`config.mk`:
```
export PLATFORM = sky130hd
export DESIGN_NAME = squarePosGen
export DESIGN_NICKNAME = d
export VERILOG_FILES = /design/src/logic/spriteMotionPkg.sv /design/src/logic/spriteGeomPkg.sv /design/src/logic/axisStepIf.sv /design/src/logic/squarePosGen.sv /design/src/logic/squareBoxGen.sv /design/src/logic/jumpMover.sv /design/src/logic/horizontalMover.sv
export SDC_FILE = /design/constraint.sdc
export NUM_CORES = 1
export LEC_CHECK = 0
export BUFFER_PORTS_ARGS = -buffer_cell sky130_fd_sc_hd__buf_2
export CAP_MARGIN = 0
export CORE_UTILIZATION = 55
export DETAILED_ROUTE_END_ITERATION = 8
export GPL_ROUTABILITY_DRIVEN = 0
export PLACE_DENSITY = 0.91
export SLEW_MARGIN = 20
export SYNTH_ARGS = -nofsm -noshare
export SYNTH_HDL_FRONTEND = slang
export SYNTH_SLANG_ARGS = --single-unit
```
`constraint.sdc`:
```
create_clock -name iClk -period 12.6 [get_ports iClk]
set_clock_uncertainty 0.05 [all_clocks]
set_input_delay 0.63 -clock iClk [delete_from_list [all_inputs] [get_ports iClk]]
set_output_delay 0.63 -clock iClk [all_outputs]
set_load 0.005 [all_outputs]
```
`src/logic/spriteMotionPkg.sv`:
```
//--------------------------------------------------------------------
// sprite motion definitions
// speed widths for dash and jump, the jump arc states and the
// states of the req/ack handshake controller
//--------------------------------------------------------------------
`default_nettype none

package spriteMotionPkg;

	//------------------------------------------------------------------
	// speeds
	//------------------------------------------------------------------
	localparam int velWidth = 5;	// dash and jump speeds, unsigned

	typedef logic [velWidth-1:0] velT;

	//------------------------------------------------------------------
	// jump arc
	//------------------------------------------------------------------
	typedef enum logic [1:0]
	{
		jumpIdle = 2'd0,	// on ground, basic up/down motion
		jumpRise = 2'd1,	// moving up, speed decays
		jumpFall = 2'd2		// moving down, speed grows
	} jumpStateT;

	//------------------------------------------------------------------
	// handshake controller
	//------------------------------------------------------------------
	// idle -> update (one cycle) -> ack until req drops
	typedef enum logic [1:0]
	{
		hsIdle   = 2'd0,	// wait for frameReq
		hsUpdate = 2'd1,	// step/restart strobe, positions written
		hsAck    = 2'd2		// frameAck held until req low
	} hsStateT;

endpackage

`default_nettype wire

```
`src/logic/spriteGeomPkg.sv`:
```
//--------------------------------------------------------------------
// sprite geometry definitions
// coordinate and size widths, their types and the frame command
// opcodes shared by the box generator and the top level
//--------------------------------------------------------------------
`default_nettype none

package spriteGeomPkg;

	//------------------------------------------------------------------
	// widths
	//------------------------------------------------------------------
	localparam int coordWidth = 12;	// signed, one bit above sizeWidth
	localparam int sizeWidth  = 11;	// unsigned screen / box size

	//------------------------------------------------------------------
	// types
	//------------------------------------------------------------------
	// positions and deltas, may lie off screen
	typedef logic signed [coordWidth-1:0] coordT;

	// hDisplay, vDisplay, sizeX, sizeY
	typedef logic [sizeWidth-1:0] sizeT;

	// host command, sampled with frameReq
	typedef enum logic
	{
		opStep  = 1'b0,	// advance one frame
		opPlace = 1'b1	// load start position, restart movers
	} frameOpT;

endpackage

`default_nettype wire
```
`src/logic/axisStepIf.sv`:
```
//--------------------------------------------------------------------
// axis step link
// one per axis, carries the frame strobes and edge flags from the
// box generator and the signed delta back from the mover
//--------------------------------------------------------------------
`timescale 1ns/1ps
`default_nettype none

interface axisStepIf;
	import spriteGeomPkg::*;

	logic  step;		// one cycle, advance this frame
	logic  restart;		// one cycle, placement
	coordT delta;		// comb from mover state and inputs
	logic  atLimit;		// position sits on a clamp edge
	logic  hitLimit;	// this step was clamped

	// mover side
	modport mover
	(
		input  step,
		input  restart,
		input  atLimit,
		input  hitLimit,
		output delta
	);

	// box generator side
	modport box
	(
		output step,
		output restart,
		output atLimit,
		output hitLimit,
		input  delta
	);

endinterface

`default_nettype wire

```
`src/logic/squarePosGen.sv`:
```
//--------------------------------------------------------------------
// square position generator, top level
// one square sprite stepped per frame over a req/ack handshake,
// x and y movers feeding the clamping box generator
//--------------------------------------------------------------------
`timescale 1ns/1ps
`default_nettype none

module squarePosGen
(
	input  wire                     iClk,
	input  wire                     arstN,
	// handshake
	input  wire                     frameReq,
	input  spriteGeomPkg::frameOpT  frameOp,
	output logic                    frameAck,
	// screen and box
	input  spriteGeomPkg::sizeT     hDisplay,
	input  spriteGeomPkg::sizeT     vDisplay,
	input  spriteGeomPkg::coordT    startX,
	input  spriteGeomPkg::coordT    startY,
	input  spriteGeomPkg::sizeT     sizeX,
	input  spriteGeomPkg::sizeT     sizeY,
	// horizontal controls
	input  wire                     leftEn,
	input  wire                     rightEn,
	input  wire                     dashEn,
	input  spriteGeomPkg::coordT    basicGainX,
	input  spriteMotionPkg::velT    dashGainX,
	input  spriteMotionPkg::velT    dashPeakX,
	// vertical controls
	input  wire                     upEn,
	input  wire                     downEn,
	input  wire                     jumpEn,
	input  spriteGeomPkg::coordT    basicGainY,
	input  spriteMotionPkg::velT    jumpGainY,
	input  spriteMotionPkg::velT    jumpMaxY,
	// box corners
	output spriteGeomPkg::coordT    leftX,
	output spriteGeomPkg::coordT    rightX,
	output spriteGeomPkg::coordT    topY,
	output spriteGeomPkg::coordT    bottomY
);

	axisStepIf xAxis ();	// horizontal mover <-> box
	axisStepIf yAxis ();	// jump mover <-> box

	horizontalMover uHorz
	(
		.iClk(iClk), .arstN(arstN),
		.leftEn(leftEn), .rightEn(rightEn), .dashEn(dashEn),
		.basicGainX(basicGainX), .dashGainX(dashGainX), .dashPeakX(dashPeakX),
		.axis(xAxis)
	);

	jumpMover uJump
	(
		.iClk(iClk), .arstN(arstN),
		.upEn(upEn), .downEn(downEn), .jumpEn(jumpEn),
		.basicGainY(basicGainY), .jumpGainY(jumpGainY), .jumpMaxY(jumpMaxY),
		.axis(yAxis)
	);

	squareBoxGen uBox
	(
		.iClk(iClk), .arstN(arstN),
		.frameReq(frameReq), .frameOp(frameOp), .frameAck(frameAck),
		.hDisplay(hDisplay), .vDisplay(vDisplay),
		.startX(startX), .startY(startY), .sizeX(sizeX), .sizeY(sizeY),
		.leftX(leftX), .rightX(rightX), .topY(topY), .bottomY(bottomY),
		.xAxis(xAxis), .yAxis(yAxis)
	);

endmodule

`default_nettype wire

```
`src/logic/squareBoxGen.sv`:
```
//--------------------------------------------------------------------
// square box generator
// req/ack handshake control, left/top position registers, clamp
// of the moved or placed box onto the screen, and the corners
//--------------------------------------------------------------------
`timescale 1ns/1ps
`default_nettype none

module squareBoxGen
(
	input  wire                     iClk,
	input  wire                     arstN,
	input  wire                     frameReq,
	input  spriteGeomPkg::frameOpT  frameOp,
	output logic                    frameAck,
	input  spriteGeomPkg::sizeT     hDisplay,
	input  spriteGeomPkg::sizeT     vDisplay,
	input  spriteGeomPkg::coordT    startX,
	input  spriteGeomPkg::coordT    startY,
	input  spriteGeomPkg::sizeT     sizeX,
	input  spriteGeomPkg::sizeT     sizeY,
	output spriteGeomPkg::coordT    leftX,
	output spriteGeomPkg::coordT    rightX,
	output spriteGeomPkg::coordT    topY,
	output spriteGeomPkg::coordT    bottomY,
	axisStepIf.box                  xAxis,
	axisStepIf.box                  yAxis
);
	import spriteGeomPkg::*;
	import spriteMotionPkg::*;

	hsStateT                    hsState;
	coordT                      posX, posY;		// left / top
	logic signed [coordWidth:0] maxX, maxY;		// upper clamp bound
	logic signed [coordWidth:0] candX, candY;	// one bit wider, no wrap
	coordT                      clampX, clampY;
	logic                       update, doStep;

	// clamp to 0 .. hiBound
	function automatic coordT clampAxis(input logic signed [coordWidth:0] cand,
		input logic signed [coordWidth:0] hiBound);
		coordT res;
		if (cand < 0)
			res = '0;
		else if (cand > hiBound)
			res = hiBound[coordWidth-1:0];
		else
			res = cand[coordWidth-1:0];
		return res;
	endfunction

	//------------------------------------------------------------------
	// next position
	//------------------------------------------------------------------
	assign update = (hsState == hsUpdate);
	assign doStep = update && (frameOp == opStep);

	assign maxX = $signed({1'b0, hDisplay}) - $signed({1'b0, sizeX});
	assign maxY = $signed({1'b0, vDisplay}) - $signed({1'b0, sizeY});

	always_comb
	begin
		if (frameOp == opPlace)
		begin
			candX = startX;	// may be off screen
			candY = startY;
		end
		else
		begin
			candX = posX + xAxis.delta;
			candY = posY + yAxis.delta;
		end
	end

	assign clampX = clampAxis(candX, maxX);
	assign clampY = clampAxis(candY, maxY);

	// strobes and edge flags back to the movers
	assign xAxis.step     = doStep;
	assign yAxis.step     = doStep;
	assign xAxis.restart  = update && (frameOp == opPlace);
	assign yAxis.restart  = update && (frameOp == opPlace);
	assign xAxis.hitLimit = doStep && (clampX != candX);
	assign yAxis.hitLimit = doStep && (clampY != candY);
	assign xAxis.atLimit  = (posX == 0) || (posX == maxX);
	assign yAxis.atLimit  = (posY == 0) || (posY == maxY);

	//------------------------------------------------------------------
	// handshake FSM and position registers
	//------------------------------------------------------------------
	always_ff @(posedge iClk or negedge arstN)
	begin
		if (!arstN)
		begin
			hsState  <= hsIdle;
			frameAck <= 1'b0;
			posX     <= '0;
			posY     <= '0;
		end
		else
		begin
			case (hsState)
				hsIdle:
					if (frameReq)
						hsState <= hsUpdate;
				hsUpdate:
				begin
					posX    <= clampX;	// movers update on this edge too
					posY    <= clampY;
					hsState <= hsAck;
				end
				hsAck:
				begin
					frameAck <= frameReq;	// high one cycle after entry
					if (!frameReq)
						hsState <= hsIdle;
				end
				default: hsState <= hsIdle;
			endcase
		end
	end

	//------------------------------------------------------------------
	// corners
	//------------------------------------------------------------------
	assign leftX   = posX;
	assign topY    = posY;
	assign rightX  = posX + coordT'(sizeX);
	assign bottomY = posY + coordT'(sizeY);

endmodule

`default_nettype wire

```
`src/logic/jumpMover.sv`:
```
//--------------------------------------------------------------------
// jump mover
// signed y delta from the up/down enables, plus a jump arc
// launched from a clamp edge: rise with decaying speed, apex,
// fall with growing speed until the box lands on the edge
//--------------------------------------------------------------------
`timescale 1ns/1ps
`default_nettype none

module jumpMover
(
	input  wire                    iClk,
	input  wire                    arstN,
	input  wire                    upEn,
	input  wire                    downEn,
	input  wire                    jumpEn,
	input  spriteGeomPkg::coordT   basicGainY,
	input  spriteMotionPkg::velT   jumpGainY,
	input  spriteMotionPkg::velT   jumpMaxY,
	axisStepIf.mover               axis
);
	import spriteGeomPkg::*;
	import spriteMotionPkg::*;

	jumpStateT          jumpState;
	velT                vel;		// speed of the running arc
	logic [velWidth:0]  velInc;	// fall speed + 1, no wrap
	logic               launch;	// jump starts this frame
	coordT              basicDelta;

	assign launch = jumpEn && axis.atLimit;	// only from an edge
	assign velInc = vel + 1'b1;

	// down is positive on screen
	always_comb
	begin
		if (downEn && !upEn)
			basicDelta = basicGainY;
		else if (upEn && !downEn)
			basicDelta = -basicGainY;
		else
			basicDelta = '0;
	end

	//------------------------------------------------------------------
	// delta per state
	//------------------------------------------------------------------
	always_comb
	begin
		case (jumpState)
			jumpRise: axis.delta = -coordT'(vel);
			jumpFall: axis.delta = coordT'(vel);
			default:
			begin
				if (launch)
					axis.delta = -coordT'(jumpGainY);	// first rise frame
				else
					axis.delta = basicDelta;
			end
		endcase
	end

	//------------------------------------------------------------------
	// arc state machine
	//------------------------------------------------------------------
	always_ff @(posedge iClk or negedge arstN)
	begin
		if (!arstN)
		begin
			jumpState <= jumpIdle;
			vel       <= '0;
		end
		else if (axis.restart)
		begin
			jumpState <= jumpIdle;	// placement cancels the arc
			vel       <= '0;
		end
		else if (axis.step)
		begin
			case (jumpState)
				jumpIdle:
				begin
					if (launch && (axis.hitLimit || jumpGainY <= velT'(1)))
					begin
						jumpState <= jumpFall;	// apex right away
						vel       <= velT'(1);
					end
					else if (launch)
					begin
						jumpState <= jumpRise;
						vel       <= jumpGainY - 1'b1;
					end
				end
				jumpRise:
				begin
					if (axis.hitLimit || vel <= velT'(1))
					begin
						jumpState <= jumpFall;	// apex or ceiling
						vel       <= velT'(1);
					end
					else
						vel <= vel - 1'b1;
				end
				jumpFall:
				begin
					if (axis.hitLimit)
					begin
						jumpState <= jumpIdle;	// landed
						vel       <= '0;
					end
					else if (velInc >= {1'b0, jumpMaxY})
						vel <= jumpMaxY;	// terminal speed
					else
						vel <= velInc[velWidth-1:0];
				end
				default:
				begin
					jumpState <= jumpIdle;
					vel       <= '0;
				end
			endcase
		end
	end

endmodule

`default_nettype wire

```
`src/logic/horizontalMover.sv`:
```
//--------------------------------------------------------------------
// horizontal mover
// signed x delta from the left/right enables, basic speed or a
// dash that speeds up by one per frame up to a peak
//--------------------------------------------------------------------
`timescale 1ns/1ps
`default_nettype none

module horizontalMover
(
	input  wire                    iClk,
	input  wire                    arstN,
	input  wire                    leftEn,
	input  wire                    rightEn,
	input  wire                    dashEn,
	input  spriteGeomPkg::coordT   basicGainX,
	input  spriteMotionPkg::velT   dashGainX,
	input  spriteMotionPkg::velT   dashPeakX,
	axisStepIf.mover               axis
);
	import spriteGeomPkg::*;
	import spriteMotionPkg::*;

	//------------------------------------------------------------------
	// speed select
	//------------------------------------------------------------------
	velT                dashSpeed;	// 0 = dash not running yet
	velT                dashUsed;	// dash speed for this frame
	logic [velWidth:0]  dashNext;	// one extra bit, no wrap
	coordT              speed;
	logic               singleDir;

	assign singleDir = leftEn ^ rightEn;	// both or none -> stand still

	// first dash frame starts at the gain
	assign dashUsed = (dashSpeed == '0) ? dashGainX : dashSpeed;
	assign dashNext = dashUsed + 1'b1;

	always_comb
	begin
		if (dashEn)
			speed = coordT'(dashUsed);	// zero extended
		else
			speed = basicGainX;
	end

	// sign from direction, left is negative
	always_comb
	begin
		if (!singleDir)
			axis.delta = '0;
		else if (leftEn)
			axis.delta = -speed;
		else
			axis.delta = speed;
	end

	//------------------------------------------------------------------
	// dash register
	//------------------------------------------------------------------
	always_ff @(posedge iClk or negedge arstN)
	begin
		if (!arstN)
			dashSpeed <= '0;
		else if (axis.restart)
			dashSpeed <= '0;	// placement drops the dash
		else if (axis.step)
		begin
			if (!dashEn || !singleDir || axis.hitLimit)
				dashSpeed <= '0;	// released, turned or hit a wall
			else if (dashNext >= {1'b0, dashPeakX})
				dashSpeed <= dashPeakX;	// saturate
			else
				dashSpeed <= dashNext[velWidth-1:0];
		end
	end

endmodule

`default_nettype wire

```
==> Word level (Yosys, flattened, before mapping) <==
Cells that the tools add are included.
{ "totals": {"ff_bits": 39, "elab_cells": 104, "in_bits": 122, "out_inout_bits": 49} }
{ "op_classes": {"eq_ne": 12, "addsub": 14, "magnitude_cmp": 8, "n_bitwise": 2, "reduce_logical": 25, "n_mux": 36} }
{ "op_table": {"columns": ["cell", "count"], "rows": [
  ["two-way mux 12 bit", 10],
  ["two-way mux 5 bit", 12],
  ["zero test 32 bit", 1],
  ["adder 12 x 12 -> 13 bit", 2],
  ["greater-than comparator 13 x 12 -> 1 bit", 2],
  ["< comparator 13 x 1 -> 1 bit, second input constant", 2],
  ["two-way mux 13 bit", 2],
  ["inequality test 12 x 13 -> 1 bit", 2],
  ["adder 12 bit", 2],
  ["negation 12 bit", 2],
  ["negation 5 -> 12 bit", 2],
  ["one-hot mux 12 bit (2 select lines)", 1],
  ["subtractor 11 x 11 -> 12 bit", 2],
  ["two-way mux 2 bit", 8],
  ["one-hot mux 5 bit (3 select lines)", 1],
  ["adder 5 x 1 -> 6 bit, second input constant", 2],
  ["equality test 12 bit", 1],
  ["greater-or-equal comparator 6 x 5 -> 1 bit", 2],
  ["one-hot mux 2 bit (3 select lines)", 2],
  ["<= comparator 5 x 1 -> 1 bit, second input constant", 2],
  ["subtractor 5 x 1 -> 5 bit, second input constant", 2],
  ["logical AND 1 bit", 8],
  ["inequality test 3 x 1 -> 1 bit, second input constant", 2],
  ["zero test 5 bit", 1],
  ["12 further kinds", 24]
]} }

==> Logic depth before layout (Yosys ltp) <==
Gate-level depths: netlist (run 1).
{ "depth": {"depth_word": 19, "mapped_depth": 33, "mapped_depth_nobuf": 31} }

==> Cells and area by module <==
A second synthesis (run 1) with hierarchy kept.
{ "hier_totals": {"hier_cells": 1129, "hier_area_um2": 8693.3} }
{ "modules_own_cells": {"columns": ["mod", "instances", "cells_each", "area_each_um2"], "rows": [
  ["squareBoxGen", 1, 749, 5985.7],
  ["jumpMover", 1, 207, 1487.7],
  ["horizontalMover", 1, 173, 1219.9]
]} }

==> Worst setup path after synthesis (run 1) <==
OpenSTA, ideal clock, no wires.
{ "synth_timing": {"path_type": "input to register", "startpoint": "in vDisplay[0]", "endpoint": "reg uJump.jumpState[0]", "setup_slack_ns": 5.110, "required_time_ns": 12.425, "path_stages": 31, "t_arrival_ns": 7.316, "path_cell_list": "inv_1 > ha_1 > fa_1 > xnor2_1 > xnor2_1 > o211ai_1 > a2111oi_0 > nand4_1 > nor4_4 > a31oi_1 > buf_2 > mux2i_1 > o21ai_0 > ha_1 > inv_1 > fa_1 > nand3b_1 > and3_1 > o31ai_1 > mux2i_1 > nand2_1 > ha_1 > nand4_1 > nor3_1 > a21boi_0 > o21ai_1 > and2_1 > a211o_1 > or2_2 > a21oi_2 > mux2_2"} }
{ "synth_between": {"elab_chain_len": 19, "elab_cells_between_ends": 25, "cone_classes": "2 x add/sub; 2 x order compare; 5 x eq/ne; 9 x mux; 7 x reduce/logical"} }
{ "synth_rtl": {"columns": ["item", "line_no", "text"], "rows": [
  ["start: declaration", "squarePosGen.sv:19", "input spriteGeomPkg::sizeT vDisplay,"],
  ["subtractor 11 x 11 -> 12 bit (*)", "squareBoxGen.sv:59", "assign maxY = $signed({1'b0, vDisplay}) - $signed({1'b0, sizeY});"],
  ["equality test 12 bit", "squareBoxGen.sv:86", "assign yAxis.atLimit = (posY == 0) || (posY == maxY);"],
  ["logical OR 1 bit", "squareBoxGen.sv:86", null],
  ["logical AND 1 bit", "jumpMover.sv:31", "assign launch = jumpEn && axis.atLimit;"],
  ["two-way mux 12 bit", "jumpMover.sv:55", "if (launch)"],
  ["one-hot mux 12 bit (2 select lines)", "jumpMover.sv:50", "case (jumpState)"],
  ["adder 12 x 12 -> 13 bit", "squareBoxGen.sv:71", "candY = posY + yAxis.delta;"],
  ["two-way mux 13 bit", "squareBoxGen.sv:63", "if (frameOp == opPlace)"],
  ["[... 3 more ...]", null, null],
  ["inequality test 12 x 13 -> 1 bit", "squareBoxGen.sv:84", "assign yAxis.hitLimit = doStep && (clampY != candY);"],
  ["logical AND 1 bit", "squareBoxGen.sv:84", null],
  ["logical OR 1 bit", "jumpMover.sv:83", "if (launch && (axis.hitLimit || jumpGainY <= velT'(1)))"],
  ["logical AND 1 bit", "jumpMover.sv:83", null],
  ["two-way mux 2 bit", "jumpMover.sv:83", null],
  ["one-hot mux 2 bit (3 select lines)", "jumpMover.sv:80", "case (jumpState)"],
  ["two-way mux 2 bit", "jumpMover.sv:78", "else if (axis.step)"],
  ["two-way mux 2 bit", "jumpMover.sv:73", "else if (axis.restart)"],
  ["end signal: assignment", "jumpMover.sv:75", "jumpState <= jumpIdle;"],
  ["end signal: assignment", "jumpMover.sv:85", "jumpState <= jumpFall;"],
  ["end signal: assignment", "jumpMover.sv:90", "jumpState <= jumpRise;"],
  ["end: declaration", "jumpMover.sv:25", "jumpStateT jumpState;"]
]} }
Every way passes the cells marked *; elsewhere a longest branch is shown, timed or not. The select of a mux whose other input is x is not followed.
A chain may end at the register's enable or synchronous reset.

==> Final worst setup path (run 1) <==
{ "layout_timing": {"startpoint": "in vDisplay[0]", "endpoint": "reg uJump.vel[4]"} }
{ "layout_between": {"elab_chain_len": 19, "elab_cells_between_ends": 25, "cone_classes": "2 x add/sub; 2 x order compare; 3 x eq/ne; 11 x mux; 7 x reduce/logical"} }
{ "layout_rtl": {"columns": ["item", "line_no", "text"], "rows": [
  ["subtractor 11 x 11 -> 12 bit (*)", "squareBoxGen.sv:59", null],
  ["equality test 12 bit", "squareBoxGen.sv:86", null],
  ["logical OR 1 bit", "squareBoxGen.sv:86", null],
  ["logical AND 1 bit", "jumpMover.sv:31", null],
  ["two-way mux 12 bit", "jumpMover.sv:55", null],
  ["one-hot mux 12 bit (2 select lines)", "jumpMover.sv:50", null],
  ["adder 12 x 12 -> 13 bit", "squareBoxGen.sv:71", null],
  ["two-way mux 13 bit", "squareBoxGen.sv:63", null],
  ["[... 3 more ...]", null, null],
  ["inequality test 12 x 13 -> 1 bit", "squareBoxGen.sv:84", null],
  ["logical AND 1 bit", "squareBoxGen.sv:84", null],
  ["logical OR 1 bit", "jumpMover.sv:83", null],
  ["logical AND 1 bit", "jumpMover.sv:83", null],
  ["two-way mux 5 bit", "jumpMover.sv:83", null],
  ["one-hot mux 5 bit (3 select lines)", "jumpMover.sv:80", null],
  ["two-way mux 5 bit", "jumpMover.sv:78", null],
  ["two-way mux 5 bit", "jumpMover.sv:73", null],
  ["end signal: assignment", "jumpMover.sv:86", "vel <= velT'(1);"],
  ["end signal: assignment", "jumpMover.sv:91", "vel <= jumpGainY - 1'b1;"],
  ["end signal: assignment", "jumpMover.sv:99", "vel <= velT'(1);"],
  ["end: declaration", "jumpMover.sv:26", "velT vel;"]
]} }
Marks and branches as above.

==> results of run 1 <==
## flip-flops by register name, indices dropped and copies added, names as in the netlist
signal	flops
uBox.topY	12
uBox.leftX	12
uBox.frameAck	1
uBox.hsState	2
uHorz.dashSpeed	5
uJump.vel	5
uJump.jumpState	2
## synthesized netlist by cell type (all sizes together), types with 12 or more instances
cell | n | area, µm²
a21o | 26 | 203
a21oi | 64 | 328
a22oi | 12 | 90.1
buf | 12 | 62.6
clkbuf | 20 | 75.1
dfrtp | 39 | 976
ha | 119 | 1490
inv | 104 | 390
mux2i | 27 | 270
nand2 | 98 | 368
nand2b | 20 | 125
nand3 | 20 | 113
nor2 | 90 | 338
nor2b | 21 | 131
nor3 | 29 | 150
o211ai | 19 | 158
o21a | 16 | 120
o21ai | 99 | 499
o22ai | 14 | 87.6
xnor2 | 55 | 489
xor2 | 18 | 158
## worst max-delay path, delay by kind of cell
kind / cells / cell delay (ns)
compound gates: 11 / 2.47
simple gates: 9 / 2.41
fa+ha+maj: 5 / 1.55
xor+xnor: 2 / 0.50
mux: 2 / 0.48
buf+inv: 4 / 0.40
## per-layer routing
layer,share of wire,wire [µm]
met4,0.045,1110
met5,0,0
met1,0.40,9900
met3,0.080,1970
met2,0.47,11600
## placed cells by master, fill, tap and decap left out, drive strengths merged, types with 12 or more instances in the layout
master,instances
a21o,26
a21oi,64
a22oi,12
buf,177
dfrtp,39
ha,119
inv,104
mux2i,27
nand2,98
nand2b,20
nand3,20
nor2,90
nor2b,21
nor3,29
o211ai,19
o21a,16
o21ai,99
o22ai,14
xnor2,55
xor2,18
## final cells by class
cell class,instances,area share
Antenna cell,1,0.000260
Clock inverter,2,0.00169
Tap cell,188,0.0244
Timing Repair Buffer,177,0.0937
Multi-Input combinational cell,951,0.724
Clock buffer,6,0.0144
Inverter,104,0.0405
Sequential cell,39,0.101
## worst paths after layout
check / depth (start not counted) / start / end
worst max-delay path: 33 / vDisplay[0] / uJump.vel[4]
worst min-delay path: 1 / arstN / uBox.topY[3]
worst max register to register: 28 / uBox.topY[6] / uJump.vel[4]
worst min register to register: 1 / uBox.hsState[1] / uBox.hsState[0]
max in group asynchronous: 1 / arstN / uBox.leftX[11]
min in group iClk: 1 / uBox.hsState[1] / uBox.hsState[0]
## power by group through the flow
stage	combinational [mW]	sequential, mW	clock (mW)
after floorplan	1.13	0.222	0
after global placement	1.44	0.263	0
after detailed placement	1.50	0.264	0
after CTS	1.51	0.262	0.140
after global routing	1.70	0.268	0.144
final	1.54	0.265	0.139
## per-stage QoR
step / power [mW] / utilization / instances / cell area, µm² / hold slack (ns)
finish: 1.94 / 0.636 / 1468 / 9640 / 0.439
global route: 2.11 / 0.636 / 1468 / 9640 / 0.468
CTS: 1.91 / 0.636 / 1466 / 9630 / 0.441
detailed placement: 1.76 / 0.625 / 1458 / 9470 / 0.432
global placement: 1.71 / 0.625 / 1458 / 9470 / 0.418
floorplan: 1.35 / - / 1126 / 8480 / 0.284
## cells by family (layout without fill, tap and decap cells)
family,Yosys count,after routing,share of synthesized area
buf+inv,136,289,0.0623
mux,33,33,0.0398
simple gates,356,356,0.212
flops,39,39,0.115
other cells,0,1,0
compound gates,362,362,0.299
fa+ha+maj,125,125,0.190
xor+xnor,75,75,0.0818
==> results.md, run 1 <==
* Clk buf depth at 2
* CTS-repair resized insts at 0
* FF/Latch Area at 976 µm²
* Full die area at 15900 µm²
* Critical path's largest stage delay at 0.43 ns
* Status: finished, final reports clean
* Grt met3 use at 0.0489
* Startpoint types: primary input
* Pre-CTS setup slack at 4.23 ns
* CTS Buf Count at 5
* Max VDD drop at 111 µV
* Unique masters post-synth at 98
* Crit. End Element: flop
* Clk pwr share at 0.071
* Max cap viols at 0
* Most Frequent Cell on Critical Path: ha_1
* DR WL/cell at 16.7 µm
* Vias in the first global route at 8627
* Leakage at 4.75 nW
* Syn avg cell area at 7.53 µm²
* Sequential share of power at 0.137
* Fmax at 0.121 GHz
* Vias per Instance at 6.27
* WS Path Type: in -> reg
* CTS HTree Levels at 2
* Area Growth Syn to Fin at 13.7%
* Yosys reg bits at 39
* Root buf cell: clkbuf_16
* Unrepaired setup endpoints after global routing: no
* Multi-input logic area at 6970 µm²
* CP max FO at 14
* Final Hold Viols at 0
* First-pass GRT wire length at 39800 µm
* Largest net degree at the start of global routing at 53
* Share of layout cells above drive strength 1 at 0.181
* Initial DRT Pass Iterations at 5
* GR Util All Layers at 0.303
* Clk slew on worst S/H paths at 0.06 ns
* Die span in x at 126 µm
* Initial DRC count at 861
* Worst-Margin Slew at 0.993 ns
* Number of enable flip-flop cells after synthesis at 0
* Post-Syn Area at 8480 µm²
* Final HPWL DP at 19700 µm
* Via count at 9210
* Final Setup Violations at 0
* CTS sink count at 39
* Ys async rst share at 1.00
* M2 GR Usage at 0.532
* Die Ht at 126 µm
* Top FF cell, synth: dfrtp_1
* Setup bufs post-CTS at 0
* Fillers at 1278
* Syn_nets at 1373
* Reg2Reg Setup Slack at 5.02 ns
* Yosys warnings at 0
* Max Slew Vio Count at 0
* Total gr overflow at 0
* I/O Pins at 171
* Comb pwr share at 0.792
* DRC Markers at 0
* Setup WS post-layout at 4.33 ns
* Final Net Count at 1525
* Net Sw Power at 1.04 mW
* Slowest CP cell: a2111oi_0
* Final worst path period share at 0.656
* Sw frac at 0.533
* Fin crit period at 8.27 ns
* Site row count at 45
* CTS tree: done
* Critical path required time at 12.78 ns
* Met1 Usage GRT at 0.361
* HP Class: in -> async
* Worst-skew pair later-pin latency at 0.30 ns
* Sequential fraction of the synthesis area at 0.115
* Initial antenna violation count at 1
* Initial core utilization at 0.560
* Arrival time at the worst endpoint at 8.45 ns
* CTS hold repair buffers at 0
* Core Region at 15100 µm²
* Slew headroom at 0.338
* Most used routing layer: met2
* PortBufs at 170
* Synth Instances at 1126
* P_int at 0.908 mW
* Setup Total Neg Slack at 0 ns
* Antenna viol nets, final at 0
* WL final at 24600 µm
* Pwr dens at 202 nW/µm²
Note: power is estimated with default switching activity, not from simulation.
==> inputs of run 2 (changes only) <==
--- a/config.mk
+++ b/config.mk
@@ -7,10 +7,10 @@
 export LEC_CHECK = 0
 export BUFFER_PORTS_ARGS = -buffer_cell sky130_fd_sc_hd__buf_2
 export CAP_MARGIN = 0
-export CORE_UTILIZATION = 55
+export CORE_UTILIZATION = 52
 export DETAILED_ROUTE_END_ITERATION = 8
 export GPL_ROUTABILITY_DRIVEN = 0
-export PLACE_DENSITY = 0.91
+export PLACE_DENSITY = 0.9
 export SLEW_MARGIN = 20
 export SYNTH_ARGS = -nofsm -noshare
 export SYNTH_HDL_FRONTEND = slang
==> constraint.sdc (replaced) <==
create_clock -name iClk -period 6.76 [get_ports iClk]
set_clock_uncertainty 0.05 [all_clocks]
set_input_delay 0.338 -clock iClk [delete_from_list [all_inputs] [get_ports iClk]]
set_output_delay 0.338 -clock iClk [all_outputs]
set_load 0.005 [all_outputs]
==> results.md, run 2 (synthesis results as in run 1) <==
* Failing checks: negative setup slack
* WL final at 29400 µm
* Initial DRT Pass Iterations at 8
* CTS HTree Levels at 2
* Share of layout cells above drive strength 1 at 0.279
* Clk slew on worst S/H paths at 0.06 ns
* Final HPWL DP at 22100 µm
* Power, Total at 4.40 mW
* Final Net Count at 1641
* Worst-skew pair later-pin latency at 0.29 ns
* HP Class: in -> async
* Final Setup Violations at 7
* I/O Pins at 171
* Clk buf depth at 2
* Initial DRC count at 1042
* Vias in the first global route at 9534
* Vias per Instance at 6.36
* Setup WS post-layout at -0.150 ns
* Fin crit period at 6.91 ns
* Die span in x at 130 µm
* Commonest non-fill, non-tap cell in the layout: buf_2
* Fmax at 0.145 GHz
* Reg2Reg Setup Slack at 0 ns
* Worst-Margin Slew at 0.993 ns
* CTS Buf Count at 5
* CP max FO at 4
* Slowest CP cell: nor4_4
* Dpl cell area at 10200 µm²
* Crit. End Element: flop
* Core Region at 15900 µm²
* Antenna diode count at 0
* Max Slew Vio Count at 0
* Full die area at 16800 µm²
* Critical path's largest stage delay at 0.42 ns
* DR WL/cell at 18.2 µm
* Pwr dens at 407 nW/µm²
* Die Ht at 130 µm
* WP buf/inv at 5
* Max cap viols at 0
* GR Util All Layers at 0.334
* PortBufs at 170
* Total gr overflow at 0
* DRC Markers at 0
* Leakage at 5.37 nW
* Largest net degree at the start of global routing at 52
* Initial antenna violation count at 0
* Unrepaired setup endpoints after global routing: yes
* Slew headroom at 0.338
* Status: complete, but fails checks
* Most Frequent Cell on Critical Path: o21ai_1
* Initial core utilization at 0.534
* Design area at 10800 µm²
* Site row count at 46
* Critical path required time at 6.94 ns
* Crit path max-delay family: simple AND/OR/NAND/NOR gates
* Antenna viol nets, final at 0
* First-pass GRT wire length at 44700 µm
* Area Growth Syn to Fin at 27.8%
* CTS sink count at 39
* Max VDD drop at 201 µV
* Arrival time at the worst endpoint at 7.09 ns
* Startpoint types: primary input
* Final Hold Viols at 0
* Root buf cell: clkbuf_16
* CTS tree: done
* Via count at 10238
* Most frequent cells in the layout: buf_2, buf_4, ha_1, inv_1, nand2_1
* WS Path Type: in -> reg
* Final worst path period share at 1.02
-- run 2: through the flow --
stage | cells | hold WS (ns) | setup TNS [ns] | setup slack (ns) | utilization
after floorplan | 1126 | -0.00759 | 0 | 0.0228 | -
after global placement | 1572 | 0.417 | -0.121 | -0.0400 | 0.644
after detailed placement | 1572 | 0.435 | -2.85 | -0.437 | 0.644
after CTS | 1606 | 0.190 | 0 | 0.0214 | 0.669
after global routing | 1611 | 0.249 | -2.56 | -0.401 | 0.682
final | 1611 | 0.169 | -0.779 | -0.150 | 0.682
-- run 2: per-layer routing --
metal  vias up  wire length, µm  global-route usage
li1       4667                -                   -
met1      4695            10700               0.377
met2       682            14100               0.606
met3       194             2760              0.0487
met4         0             1770               0.181
met5         -                0                   0
-- run 2: power by group --
part | switching, mW | total, mW | internal (mW)
Combinational | 2.01 | 3.69 | 1.68
Clock | 0.0997 | 0.236 | 0.136
Sequential | 0.158 | 0.475 | 0.316
-- run 2: final cells by class --
cell class | count | area [µm²]
Clock inverter | 2 | 12.5
Multi-Input combinational cell | 951 | 7260
Clock buffer | 6 | 129
Inverter | 104 | 393
Tap cell | 216 | 270
Timing Repair Buffer | 293 | 1790
Sequential cell | 39 | 976
Fill cell | 1203 | 5050
-- run 2: final timing paths --
path | startpoint | end | cells after the start
hold reg to reg | uBox.hsState[1] | uBox.hsState[0] | 1
setup / recovery | sizeY[0] | uJump.jumpState[0] | 33
setup reg to reg | uBox.topY[6] | uJump.jumpState[0] | 29
max in group asynchronous | arstN | uBox.topY[2] | 1
min in group iClk | frameReq | uBox.hsState[0] | 2
hold / removal | arstN | uBox.leftX[11] | 1
-- run 2: timing repair --
action | CTS | global route
setup buffers | 26 | 9
endpoints found under the setup margin | 7 | 25
pin swaps | 25 | 22
hold buffers | 0 | 0
resized for setup | 18 | 33
gates cloned | 0 | 0
